`config.mk`:
```
export PLATFORM = sky130hd
export DESIGN_NAME = vertex_pagerank_top
export DESIGN_NICKNAME = d
export VERILOG_FILES = /design/src/design/pagerank_pkg.sv /design/src/design/vertex_pagerank_top.sv /design/src/design/edge_data_ctrl.sv /design/src/design/read_arbiter_wb.sv /design/src/design/vertex_job_ctrl.sv /design/src/design/cmd_fifo.sv
export SDC_FILE = /design/constraint.sdc
export NUM_CORES = 2
export LEC_CHECK = 0
export BUFFER_PORTS_ARGS = -buffer_cell sky130_fd_sc_hd__clkbuf_2
export CAP_MARGIN = 10
export CORE_UTILIZATION = 60
export DETAILED_ROUTE_END_ITERATION = 7
export PLACE_DENSITY = 0.8
export SLEW_MARGIN = 10
export SYNTH_ARGS = -nofsm -noshare
export SYNTH_HDL_FRONTEND = slang
export SYNTH_HIERARCHICAL = 1
export SYNTH_SLANG_ARGS = --single-unit
```
`constraint.sdc`:
```
create_clock -name clock -period 12.5 [get_ports clock]
set_clock_uncertainty 0.1 [all_clocks]
set_input_delay 1.25 -clock clock [delete_from_list [all_inputs] [get_ports clock]]
set_output_delay 1.25 -clock clock [all_outputs]
set_load 0.05 [all_outputs]
```
`src/design/pagerank_pkg.sv`:
```
// Word-addressed 32-bit memory; vertex ids, ranks and addresses all fit one bus word
`default_nettype none

package pagerank_pkg;

	typedef logic [31:0] addr_t;
	typedef logic [31:0] vertex_t;
	typedef logic [31:0] rank_t;

	// Target structure of a read
	typedef enum logic {
		EDGE_ARRAY = 1'b0,
		GRAPH_DATA = 1'b1
	} read_kind_e;

	typedef struct packed {
		logic    valid;
		vertex_t vertex_id;
		addr_t   edge_start;
		vertex_t out_degree;
	} vertex_job_t;

	// dst is zero on edge array reads
	typedef struct packed {
		logic       valid;
		read_kind_e kind;
		addr_t      addr;
		vertex_t    src;
		vertex_t    dst;
	} read_cmd_t;

	// One returned word, read by the echoed kind
	typedef union packed {
		vertex_t edge_dst;
		rank_t   rank;
	} read_word_u;

	typedef struct packed {
		logic       valid;
		read_cmd_t  cmd;
		read_word_u word;
	} read_rsp_t;

	typedef struct packed {
		logic    valid;
		vertex_t src;
		vertex_t dst;
		rank_t   rank;
	} edge_data_t;

	typedef struct packed {
		logic  cyc;
		logic  stb;
		logic  we;
		addr_t adr;
	} wb_req_t;

endpackage

`default_nettype wire
```
`src/design/vertex_pagerank_top.sv`:
```
// Read path only; EDGE_BASE and RANK_BASE regions must not overlap in the attached memory
`timescale 1ns/1ps
`default_nettype none

module vertex_pagerank_top #(
	parameter int                  CMD_DEPTH  = 8,
	parameter int                  THROTTLE_W = 2,
	parameter pagerank_pkg::addr_t EDGE_BASE  = 32'h0000_1000,
	parameter pagerank_pkg::addr_t RANK_BASE  = 32'h0000_8000
) (
	input  logic                      clock             ,
	input  logic                      rstn              ,
	input  pagerank_pkg::vertex_job_t vertex_job        ,
	output logic                      vertex_job_request,
	output pagerank_pkg::wb_req_t     wb_req            ,
	input  pagerank_pkg::rank_t       wb_dat            ,
	input  logic                      wb_ack            ,
	output pagerank_pkg::edge_data_t  edge_data         ,
	output pagerank_pkg::vertex_t     vertex_num_counter,
	output pagerank_pkg::vertex_t     edge_num_counter
);

	pagerank_pkg::read_cmd_t edge_cmd;
	pagerank_pkg::read_cmd_t edge_head;
	pagerank_pkg::read_cmd_t data_cmd;
	pagerank_pkg::read_cmd_t data_head;
	pagerank_pkg::read_rsp_t rsp;
	logic                    edge_full;
	logic                    edge_empty;
	logic                    edge_pop;
	logic                    data_empty;
	logic                    data_alfull;
	logic                    data_pop;

	////////////////////
	// Edge reads
	////////////////////

	vertex_job_ctrl #(.EDGE_BASE(EDGE_BASE)) vertex_job_ctrl_inst (
		.clock             (clock             ),
		.rstn              (rstn              ),
		.vertex_job        (vertex_job        ),
		.vertex_job_request(vertex_job_request),
		.edge_cmd          (edge_cmd          ),
		.edge_cmd_full     (edge_full         ),
		.vertex_num_counter(vertex_num_counter)
	);

	cmd_fifo #(.CMD_DEPTH(CMD_DEPTH)) edge_cmd_queue (
		.clock   (clock         ),
		.rstn    (rstn          ),
		.push    (edge_cmd.valid),
		.data_in (edge_cmd      ),
		.pop     (edge_pop      ),
		.data_out(edge_head     ),
		.empty   (edge_empty    ),
		.full    (edge_full     ),
		.alfull  (              )
	);

	////////////////////
	// Rank reads
	////////////////////

	cmd_fifo #(.CMD_DEPTH(CMD_DEPTH)) data_cmd_queue (
		.clock   (clock         ),
		.rstn    (rstn          ),
		.push    (data_cmd.valid),
		.data_in (data_cmd      ),
		.pop     (data_pop      ),
		.data_out(data_head     ),
		.empty   (data_empty    ),
		.full    (              ),
		.alfull  (data_alfull   )
	);

	read_arbiter_wb #(.THROTTLE_W(THROTTLE_W)) read_arbiter_wb_inst (
		.clock      (clock      ),
		.rstn       (rstn       ),
		.edge_head  (edge_head  ),
		.data_head  (data_head  ),
		.edge_empty (edge_empty ),
		.data_empty (data_empty ),
		.data_alfull(data_alfull),
		.edge_pop   (edge_pop   ),
		.data_pop   (data_pop   ),
		.wb_req     (wb_req     ),
		.wb_dat     (wb_dat     ),
		.wb_ack     (wb_ack     ),
		.rsp        (rsp        )
	);

	edge_data_ctrl #(.RANK_BASE(RANK_BASE)) edge_data_ctrl_inst (
		.clock           (clock           ),
		.rstn            (rstn            ),
		.rsp             (rsp             ),
		.data_cmd        (data_cmd        ),
		.edge_data       (edge_data       ),
		.edge_num_counter(edge_num_counter)
	);

endmodule

`default_nettype wire

```
`src/design/edge_data_ctrl.sv`:
```
// Responses arrive in order with no back-pressure; records are dropped if nobody samples them
`timescale 1ns/1ps
`default_nettype none

module edge_data_ctrl #(
	parameter pagerank_pkg::addr_t RANK_BASE = 32'h0000_8000
) (
	input  logic                     clock           ,
	input  logic                     rstn            ,
	input  pagerank_pkg::read_rsp_t  rsp             ,
	output pagerank_pkg::read_cmd_t  data_cmd        ,
	output pagerank_pkg::edge_data_t edge_data       ,
	output pagerank_pkg::vertex_t    edge_num_counter
);

	always_ff @(posedge clock or negedge rstn) begin
		if (!rstn) begin
			data_cmd         <= '0;
			edge_data        <= '0;
			edge_num_counter <= '0;
		end else begin
			data_cmd.valid  <= 1'b0;
			edge_data.valid <= 1'b0;
			if (rsp.valid) begin
				case (rsp.cmd.kind)
					// Edge word names the destination whose rank is read next
					pagerank_pkg::EDGE_ARRAY: begin
						data_cmd <= '{
							valid: 1'b1,
							kind:  pagerank_pkg::GRAPH_DATA,
							addr:  RANK_BASE + rsp.word.edge_dst,
							src:   rsp.cmd.src,
							dst:   rsp.word.edge_dst
						};
					end
					// Rank word closes the edge
					pagerank_pkg::GRAPH_DATA: begin
						edge_data <= '{
							valid: 1'b1,
							src:   rsp.cmd.src,
							dst:   rsp.cmd.dst,
							rank:  rsp.word.rank
						};
						edge_num_counter <= edge_num_counter + 32'd1;
					end
				endcase
			end
		end
	end

endmodule

`default_nettype wire

```
`src/design/read_arbiter_wb.sv`:
```
// Wishbone classic read master, one transfer in flight, no error or retry handling
`timescale 1ns/1ps
`default_nettype none

module read_arbiter_wb #(
	parameter int THROTTLE_W = 2
) (
	input  logic                    clock      ,
	input  logic                    rstn       ,
	input  pagerank_pkg::read_cmd_t edge_head  ,
	input  pagerank_pkg::read_cmd_t data_head  ,
	input  logic                    edge_empty ,
	input  logic                    data_empty ,
	input  logic                    data_alfull,
	output logic                    edge_pop   ,
	output logic                    data_pop   ,
	output pagerank_pkg::wb_req_t   wb_req     ,
	input  pagerank_pkg::rank_t     wb_dat     ,
	input  logic                    wb_ack     ,
	output pagerank_pkg::read_rsp_t rsp
);

	logic [THROTTLE_W-1:0]   throttle;
	logic                    last_data;
	logic                    can_start;
	logic                    edge_req;
	logic                    data_req;
	logic                    grant_edge;
	logic                    grant_data;
	logic                    done;
	pagerank_pkg::read_cmd_t cur_cmd;

	////////////////////
	// Grant
	////////////////////

	assign can_start = !wb_req.cyc && (throttle == '0);
	// Edge reads wait until the rank queue can take the read they cause
	assign edge_req  = !edge_empty && !data_alfull;
	assign data_req  = !data_empty;

	assign grant_edge = can_start && edge_req && (!data_req || last_data);
	assign grant_data = can_start && data_req && (!edge_req || !last_data);
	assign edge_pop   = grant_edge;
	assign data_pop   = grant_data;
	assign done       = wb_req.cyc && wb_req.stb && wb_ack;

	always_ff @(posedge clock or negedge rstn) begin
		if (!rstn) begin
			throttle  <= '0;
			last_data <= 1'b0;
		end else begin
			throttle <= throttle + 1'b1;
			if (grant_edge || grant_data) begin
				last_data <= grant_data;
			end
		end
	end

	////////////////////
	// Bus cycle
	////////////////////

	always_ff @(posedge clock or negedge rstn) begin
		if (!rstn) begin
			wb_req <= '0;
		end else begin
			wb_req.we <= 1'b0;
			if (done) begin
				wb_req.cyc <= 1'b0;
				wb_req.stb <= 1'b0;
			end else if (grant_edge || grant_data) begin
				wb_req.cyc <= 1'b1;
				wb_req.stb <= 1'b1;
				wb_req.adr <= grant_edge ? edge_head.addr : data_head.addr;
			end
		end
	end

	// Held for the whole transfer so the response can echo it
	always_ff @(posedge clock) begin
		if (grant_edge) begin
			cur_cmd <= edge_head;
		end else if (grant_data) begin
			cur_cmd <= data_head;
		end
	end

	always_ff @(posedge clock or negedge rstn) begin
		if (!rstn) begin
			rsp <= '0;
		end else begin
			rsp.valid <= done;
			if (done) begin
				rsp.cmd  <= cur_cmd;
				rsp.word <= pagerank_pkg::read_word_u'(wb_dat);
			end
		end
	end

	a_stb_hold: assert property (@(posedge clock) disable iff (!rstn)
		wb_req.stb && !wb_ack |=> wb_req.stb && $stable(wb_req.adr));
	a_read_only: assert property (@(posedge clock) disable iff (!rstn) !wb_req.we);

endmodule

`default_nettype wire

```
`src/design/vertex_job_ctrl.sv`:
```
// One job at a time; edge reads are pushed one per cycle, a zero-degree job completes at once
`timescale 1ns/1ps
`default_nettype none

module vertex_job_ctrl #(
	parameter pagerank_pkg::addr_t EDGE_BASE = 32'h0000_1000
) (
	input  logic                      clock             ,
	input  logic                      rstn              ,
	input  pagerank_pkg::vertex_job_t vertex_job        ,
	output logic                      vertex_job_request,
	output pagerank_pkg::read_cmd_t   edge_cmd          ,
	input  logic                      edge_cmd_full     ,
	output pagerank_pkg::vertex_t     vertex_num_counter
);

	logic                      take;
	logic                      push;
	logic                      last_edge;
	logic                      busy;
	logic                      busy_next;
	pagerank_pkg::vertex_job_t job_q;
	pagerank_pkg::vertex_t     edge_idx;

	assign take      = vertex_job.valid && vertex_job_request;
	assign push      = busy && !edge_cmd_full;
	assign last_edge = (edge_idx == job_q.out_degree - 32'd1);

	always_comb begin
		busy_next = busy;
		if (take && (vertex_job.out_degree != '0)) begin
			busy_next = 1'b1;
		end else if (push && last_edge) begin
			busy_next = 1'b0;
		end
	end

	////////////////////
	// Job state and vertex count
	////////////////////

	always_ff @(posedge clock or negedge rstn) begin
		if (!rstn) begin
			busy               <= 1'b0;
			vertex_job_request <= 1'b0;
			edge_idx           <= '0;
			vertex_num_counter <= '0;
		end else begin
			busy               <= busy_next;
			vertex_job_request <= !busy_next;
			if (take) begin
				edge_idx <= '0;
			end else if (push) begin
				edge_idx <= edge_idx + 32'd1;
			end
			// Vertex done once its last edge read is queued
			if ((take && (vertex_job.out_degree == '0)) || (push && last_edge)) begin
				vertex_num_counter <= vertex_num_counter + 32'd1;
			end
		end
	end

	always_ff @(posedge clock) begin
		if (take) begin
			job_q <= vertex_job;
		end
	end

	always_comb begin
		edge_cmd       = '0;
		edge_cmd.valid = push;
		edge_cmd.kind  = pagerank_pkg::EDGE_ARRAY;
		edge_cmd.addr  = EDGE_BASE + job_q.edge_start + edge_idx;
		edge_cmd.src   = job_q.vertex_id;
	end

	// Pushes go only into a queue with room and stay inside the job's edge range
	a_push_ok: assert property (@(posedge clock) disable iff (!rstn)
		edge_cmd.valid |-> !edge_cmd_full && (edge_idx < job_q.out_degree));

endmodule

`default_nettype wire

```
`src/design/cmd_fifo.sv`:
```
// First-word fall-through queue; data_out is only meaningful while empty is low
`timescale 1ns/1ps
`default_nettype none

module cmd_fifo #(
	parameter int CMD_DEPTH = 8
) (
	input  logic                    clock   ,
	input  logic                    rstn    ,
	input  logic                    push    ,
	input  pagerank_pkg::read_cmd_t data_in ,
	input  logic                    pop     ,
	output pagerank_pkg::read_cmd_t data_out,
	output logic                    empty   ,
	output logic                    full    ,
	output logic                    alfull
);

	localparam int PTR_W = (CMD_DEPTH > 1) ? $clog2(CMD_DEPTH) : 1;
	localparam int CNT_W = $clog2(CMD_DEPTH + 1);
	localparam logic [PTR_W-1:0] LAST_SLOT = PTR_W'(CMD_DEPTH - 1);

	pagerank_pkg::read_cmd_t mem [CMD_DEPTH];
	logic [PTR_W-1:0]        wr_ptr;
	logic [PTR_W-1:0]        rd_ptr;
	logic [CNT_W-1:0]        count;

	always_ff @(posedge clock or negedge rstn) begin
		if (!rstn) begin
			wr_ptr <= '0;
			rd_ptr <= '0;
			count  <= '0;
		end else begin
			if (push) begin
				wr_ptr <= (wr_ptr == LAST_SLOT) ? '0 : wr_ptr + 1'b1;
			end
			if (pop) begin
				rd_ptr <= (rd_ptr == LAST_SLOT) ? '0 : rd_ptr + 1'b1;
			end
			case ({push, pop})
				2'b10:   count <= count + 1'b1;
				2'b01:   count <= count - 1'b1;
				default: count <= count;
			endcase
		end
	end

	always_ff @(posedge clock) begin
		if (push) begin
			mem[wr_ptr] <= data_in;
		end
	end

	assign data_out = mem[rd_ptr];
	assign empty    = (count == '0);
	assign full     = (count == CNT_W'(CMD_DEPTH));
	// At most one free slot
	assign alfull   = (count >= CNT_W'(CMD_DEPTH - 1));

	a_no_overflow:  assert property (@(posedge clock) disable iff (!rstn) push |-> !full);
	a_no_underflow: assert property (@(posedge clock) disable iff (!rstn) pop |-> !empty);

endmodule

`default_nettype wire

```
After elaboration in Yosys (flattened, before gate mapping)
Memories as Yosys holds them, arrays and structs flattened.
Index checks and enable logic that the tools add are counted.
Cells by class
  equality and inequality tests: 10
  bitwise gates (word level): 2
  shift-type cells: 0
  $add $sub $neg: 16
  $mul: 0
  reductions and logical operators: 38
  order comparisons: 1
  multiplexer cells: 23
  div/mod/pow operators: 0
Operator list (count)
  97-bit 2-to-1 mux: 4
  98-bit 2-to-1 mux: 2
  32-bit by 1-bit adder with 32-bit output, second input constant: 3
  32-bit 2-to-1 mux: 3
  13-bit by 32-bit adder with 32-bit output, first input constant: 1
  16-bit by 32-bit adder with 32-bit output, first input constant: 1
  32-bit adder: 1
  32-bit equality test: 1
  32-bit zero test: 1
  32-bit nonzero test: 1
  32-bit by 1-bit subtractor with 32-bit output, second input constant: 1
  4-bit one-hot mux with 2 select lines: 2
  1-bit logical AND: 13
  3-bit by 1-bit adder with 3-bit output, second input constant: 4
  3-bit equality test, second input constant: 4
  3-bit 2-to-1 mux: 4
  2-bit nonzero test: 5
  4-bit by 1-bit adder with 4-bit output, second input constant: 2
  1-bit zero test: 8
  4-bit zero test: 2
  4-bit by 1-bit subtractor with 4-bit output, second input constant: 2
  1-bit 2-to-1 mux: 6
  2-bit AND reduction: 3
  2-bit by 1-bit equality test with 1-bit output, second input constant: 2
  8 further kinds: 14
Word-level totals
  bits in read-only memories: 0
  output and inout bits: 197
  memories kept: 2
  bits of input ports: 132
  word-level logic and storage cells: 128
  register bits: 609
  memory bits (writable): 1304
  latch bits: 0
Memories
  data_cmd_queue.mem: words 8, width 98, rd ports 1, clocked after memory_dff 0, write ports 1, RTL line cmd_fifo.sv:23  | pagerank_pkg::read_cmd_t mem [CMD_DEPTH];
  edge_cmd_queue.mem: words 8, width 65, rd ports 1, clocked after memory_dff 0, write ports 1, RTL line cmd_fifo.sv:23

Logic depth before layout (Yosys ltp)
  depth after elaboration: 9
  depth in mapped cells: 15
  depth with buffers taken out: 13

Cells and area by module
Netlist, hierarchy kept.
By module, submodules not included
  cmd_fifo (edge_cmd_queue): cells each 1193, times used 1, area each 30012.5 um^2, sequential area each 23792.8 um^2
  cmd_fifo (data_cmd_queue): cells each 1193, times used 1, area each 30005.0 um^2, sequential area each 23792.8 um^2
  read_arbiter_wb: cells each 686, times used 1, area each 10560.1 um^2, sequential area each 7121.8 um^2
  vertex_job_ctrl: cells each 884, times used 1, area each 9775.6 um^2, sequential area each 4534.3 um^2
  edge_data_ctrl: cells each 723, times used 1, area each 8425.6 um^2, sequential area each 5305.1 um^2

Least setup slack after synthesis
Ideal clock, no wire load.
  path kind: register -> register
  start: reg edge_cmd_queue.count[1]
  end: mem edge_cmd_queue/mem[0][0] (netlist bit) (enable)
  arrival: 7.950 ns
  cell stages (with the launch flop): 8
  setup time: 0.675 ns
  required time: 11.725 ns
  path slack: 3.776 ns
  path buffers: 3
  clock period less this slack: 8.724 ns
  path through: dfrtp_1 -> clkbuf_1 -> nor4b_1 -> nor2b_1 -> clkbuf_1 -> buf_4 -> nand2b_1 -> nor3_1
On the way
  word-level cells in the longest chain between the ends: 5
RTL lines
  start, declared: RTL line cmd_fifo.sv:26  | logic [CNT_W-1:0] count;
  start signal, assigned: RTL line cmd_fifo.sv:41  | 2'b10: count <= count + 1'b1;
  start signal, assigned: RTL line cmd_fifo.sv:42  | 2'b01: count <= count - 1'b1;
  start signal, assigned: RTL line cmd_fifo.sv:43  | default: count <= count;
  4-bit equality test: RTL line cmd_fifo.sv:56  | assign full = (count == CNT_W'(CMD_DEPTH));
  via edge_full: RTL line vertex_pagerank_top.sv:28  | logic edge_full;
  1-bit zero test: RTL line vertex_job_ctrl.sv:26  | assign push = busy && !edge_cmd_full;
  1-bit logical AND: RTL line vertex_job_ctrl.sv:26
  via vertex_job_ctrl_inst.push: RTL line vertex_job_ctrl.sv:18  | logic push;
  1-bit 2-to-1 mux: RTL line cmd_fifo.sv:49  | if (push) begin
  1-bit 2-to-1 mux (implied by the code): RTL line cmd_fifo.sv:50  | mem[wr_ptr] <= data_in;
  end, declared: RTL line cmd_fifo.sv:23
The timed path passes the listed nets, and every way through them passes these cells.

==> Implementation_results.wiki <==
{| class="wikitable"
! Metric !! Value
|-
| Result of the run || complete, no violations
|-
| Mapped Area || 85800 um^2
|-
| H-tree levels || 4
|-
| Setup tns final || 0 ns
|-
| Signal arrival time at the worst endpoint || 4.74 ns
|-
| Post-Synthesis Cells || 4521
|-
| Initial antenna violation count || 13
|-
| CTS root buf || clkbuf_16
|-
| VDD IR max || 0.215 mV
|-
| Area enclosed by the die boundary || 145000 um^2
|-
| Register-to-register path setup slack || 8.11 ns
|-
| Data required time of the critical path || 12.85 ns
|-
| Worst r2r src || edge_cmd_queue/count[3]
|-
| CP peak stage delay || 0.82 ns
|-
| Global-route wire length before repair || 292 mm
|-
| Clock tree from TritonCTS || done
|-
| P per Cell Area || 244 nW/um^2
|-
| Final wirelength || 197 mm
|-
| Number of buffers added to fix hold violations after cts || 0
|-
| Clock slew at reported path FFs || 0.06 ns
|-
| Setup Fix Bufs, Post-CTS || 0
|-
| Count of cells resized by post-cts repair || 0
|-
| Total via count after detailed routing || 44000
|-
| Horizontal extent of the die || 380 um
|-
| ANT nets after route || 0
|-
| Switching part of the total power || 32.3%
|-
| Unrepaired setup endpoints after global routing || false
|-
| Slew Viols, Final || 0
|-
| Wirelength per Cell || 28.3 um
|-
| Weighted congestion at the end of routability-driven global placement || 0.879
|-
| Number of clock buffers inserted by TritonCTS || 204
|-
| Final cell count without fillers || 6943
|-
| Residual DRC count || 0
|-
| Timing endpoint of the critical path || edge_cmd_queue/mem[1][2]
|-
| Initial detailed-routing violation count || 4456
|-
| Placeable Area || 142000 um^2
|-
| Critical setup path kind || reg -> reg
|-
| Crit start category || register
|-
| Combined global-route utilization of all metal layers || 27.5%
|-
| First drt pass iteration count || 6
|-
| Ordered list of cells on the worst path || nor4b_1 -> nor2b_1 -> buf_4 -> nand2b_1 -> nor2_4 -> buf_4 -> buf_4
|-
| Startpoint of the most critical setup path || edge_cmd_queue/count[3]
|-
| Number of maximum-capacitance violations || 0
|-
| Clock sink total || 2145
|-
| Insertion delay to the later sink of the worst-skew pair || 0.83 ns
|-
| CP max FO || 48
|-
| HPWL reported at the end of detailed placement || 113 mm
|-
| Number of buffers added on ports || 327
|-
| Worst flop-to-flop path endpoint || edge_cmd_queue/mem[1][2]
|-
| Net count, final || 5082
|-
| Final number of setup-violating endpoints || 0
|-
| Minimum clock period || 4.39 ns
|-
| Share of total power in sequential cells || 47.3%
|-
| End-of-flow core utilization || 67.5%
|-
| Most numerous cell on the critical path || buf_4
|-
| Via density per instance || 6.33
|-
| Worst hold slack after final layout || 0.312 ns
|-
| Met3 Wirelength || 17.1 mm
|-
| Leakage power of the design || 33.6 nW
|-
| Headroom to the max-slew limit || 20.8%
|-
| Height of the die || 380 um
|-
| Via count of the first global-routing pass || 45000
|-
| Initial core utilization || 60.6%
|-
| Largest buffer count on any clock path || 3
|-
| Ys Warns || 6
|-
| Critical path endpoint category || register
|-
| Power dissipated by switching net loads || 7.53 mW
|-
| P_int || 15.8 mW
|-
| Portion of the clock cycle consumed by the worst path in the final layout || 35.1%
|-
| Commonest non-fill, non-tap cells in the layout || edfxtp_1 (1713), mux2_2 (433), dfrtp_1 (426)
|-
| Grt total ovfl || 0
|-
| Top layer in use || met5
|-
| Leading cell type in the layout, fill and taps excluded || edfxtp_1
|-
| Synthesized area per cell || 19.0 um^2
|-
| Hold Path Class || reg -> reg
|-
| Min-Delay Startpoint || read_arbiter_wb_inst/throttle[0]
|-
| Met2 layer wire length in the routed design || 96.4 mm
|-
| Cell Count Post-Placement || 6552
|-
| Share of post-route cells with drive strength above 1 || 31.3%
|-
| Slowest CP cell || nor2_4
|-
| Number of placed I/O pins || 329
|-
| Proportion of power drawn by the clock network || 26.2%
|-
| Routed length on met1 || 75.0 mm
|-
| Final Hold Fails || 0
|-
| Fmax achieved || 0.228 GHz
|-
| Cell Rows || 138
|-
| Actual transition at the worst max-transition pin || 1.19 ns
|-
| Largest net degree at the start of global routing || 141
|-
| Cells on worst reg2reg path || 7
|-
| Area grow syn2layout || 11.5%
|-
| Gate power share || 26.5%
|}
==> metal layers <==
metal | global-route usage [%] | vias to the layer above
met5 | 0 | -
li1 | - | 18400
met3 | 5.34 | 395
met1 | 36.9 | 22900
met2 | 44.5 | 2200
met4 | 11.7 | 6
==> power groups by stage <==
| stage | Sequential (mW) | Clock (mW) | Combinational [mW] |
|---|---|---|---|
| after detailed placement | 11.1 | 0 | 6.10 |
| after global routing | 11.2 | 6.44 | 6.49 |
| after global placement | 11.0 | 0 | 5.99 |
| final | 11.0 | 6.10 | 6.18 |
| after floorplan | 11.3 | 0 | 3.92 |
| after CTS | 11.0 | 6.18 | 6.20 |
==> how the worst min path moves through the flow <==
stage                                       endpoint  depth (start not counted)
finish              read_arbiter_wb_inst/throttle[0]                          1
global route        read_arbiter_wb_inst/throttle[0]                          1
CTS                 read_arbiter_wb_inst/throttle[0]                          1
detailed placement  read_arbiter_wb_inst/throttle[0]                          1
global placement    read_arbiter_wb_inst/throttle[0]                          1
floorplan           read_arbiter_wb_inst/throttle[0]                          1
==> area by class of cell <==
cell class              count  area [um^2]
clock buffers             297         5710
inverters                  39          151
multi-input cells        2083        22000
flip-flops and latches   2145        62300
repair buffers            395         2230
clock inverters            88          935
fillers                  8657        46100
well taps                1890         2360
diodes                      6         15.0
==> stage by stage <==
stage | setup WS (ns) | area [um^2] | power (mW)
after CTS | 8.07 | 95700 | 23.4
after detailed placement | 8.09 | 89000 | 17.2
after global placement | 8.18 | 89000 | 17.0
final | 8.11 | 95700 | 23.3
after global routing | 7.94 | 95700 | 24.1
after floorplan | 3.91 | 86000 | 15.2
==> sequential cells by signal, summed over array words and instances (netlist names), 2 cells and up <==
signal	count
edge_cmd_queue/wr_ptr	3
data_cmd_queue/count	4
edge_data_ctrl_inst/data_cmd	83
vertex_job_ctrl_inst/edge_idx	32
vertex_job_ctrl_inst/vertex_num_counter	32
vertex_job_ctrl_inst/job_q	64
data_cmd_queue/rd_ptr	3
data_cmd_queue/mem	776
edge_data_ctrl_inst/edge_data	97
read_arbiter_wb_inst/rsp	98
edge_cmd_queue/count	4
data_cmd_queue/wr_ptr	3
vertex_job_ctrl_inst/edge_cmd	32
edge_cmd_queue/rd_ptr	3
edge_cmd_queue/mem	776
read_arbiter_wb_inst/wb_req	33
read_arbiter_wb_inst/cur_cmd	65
read_arbiter_wb_inst/throttle	2
edge_data_ctrl_inst/edge_num_counter	32
==> worst max-delay path: cells and delay by family (launching register included) <==
family        cells  cell delay (ns)
flops             1             0.41
buf+inv           3             1.61
simple gates      4             1.85
(Power assumes the default switching activity.)
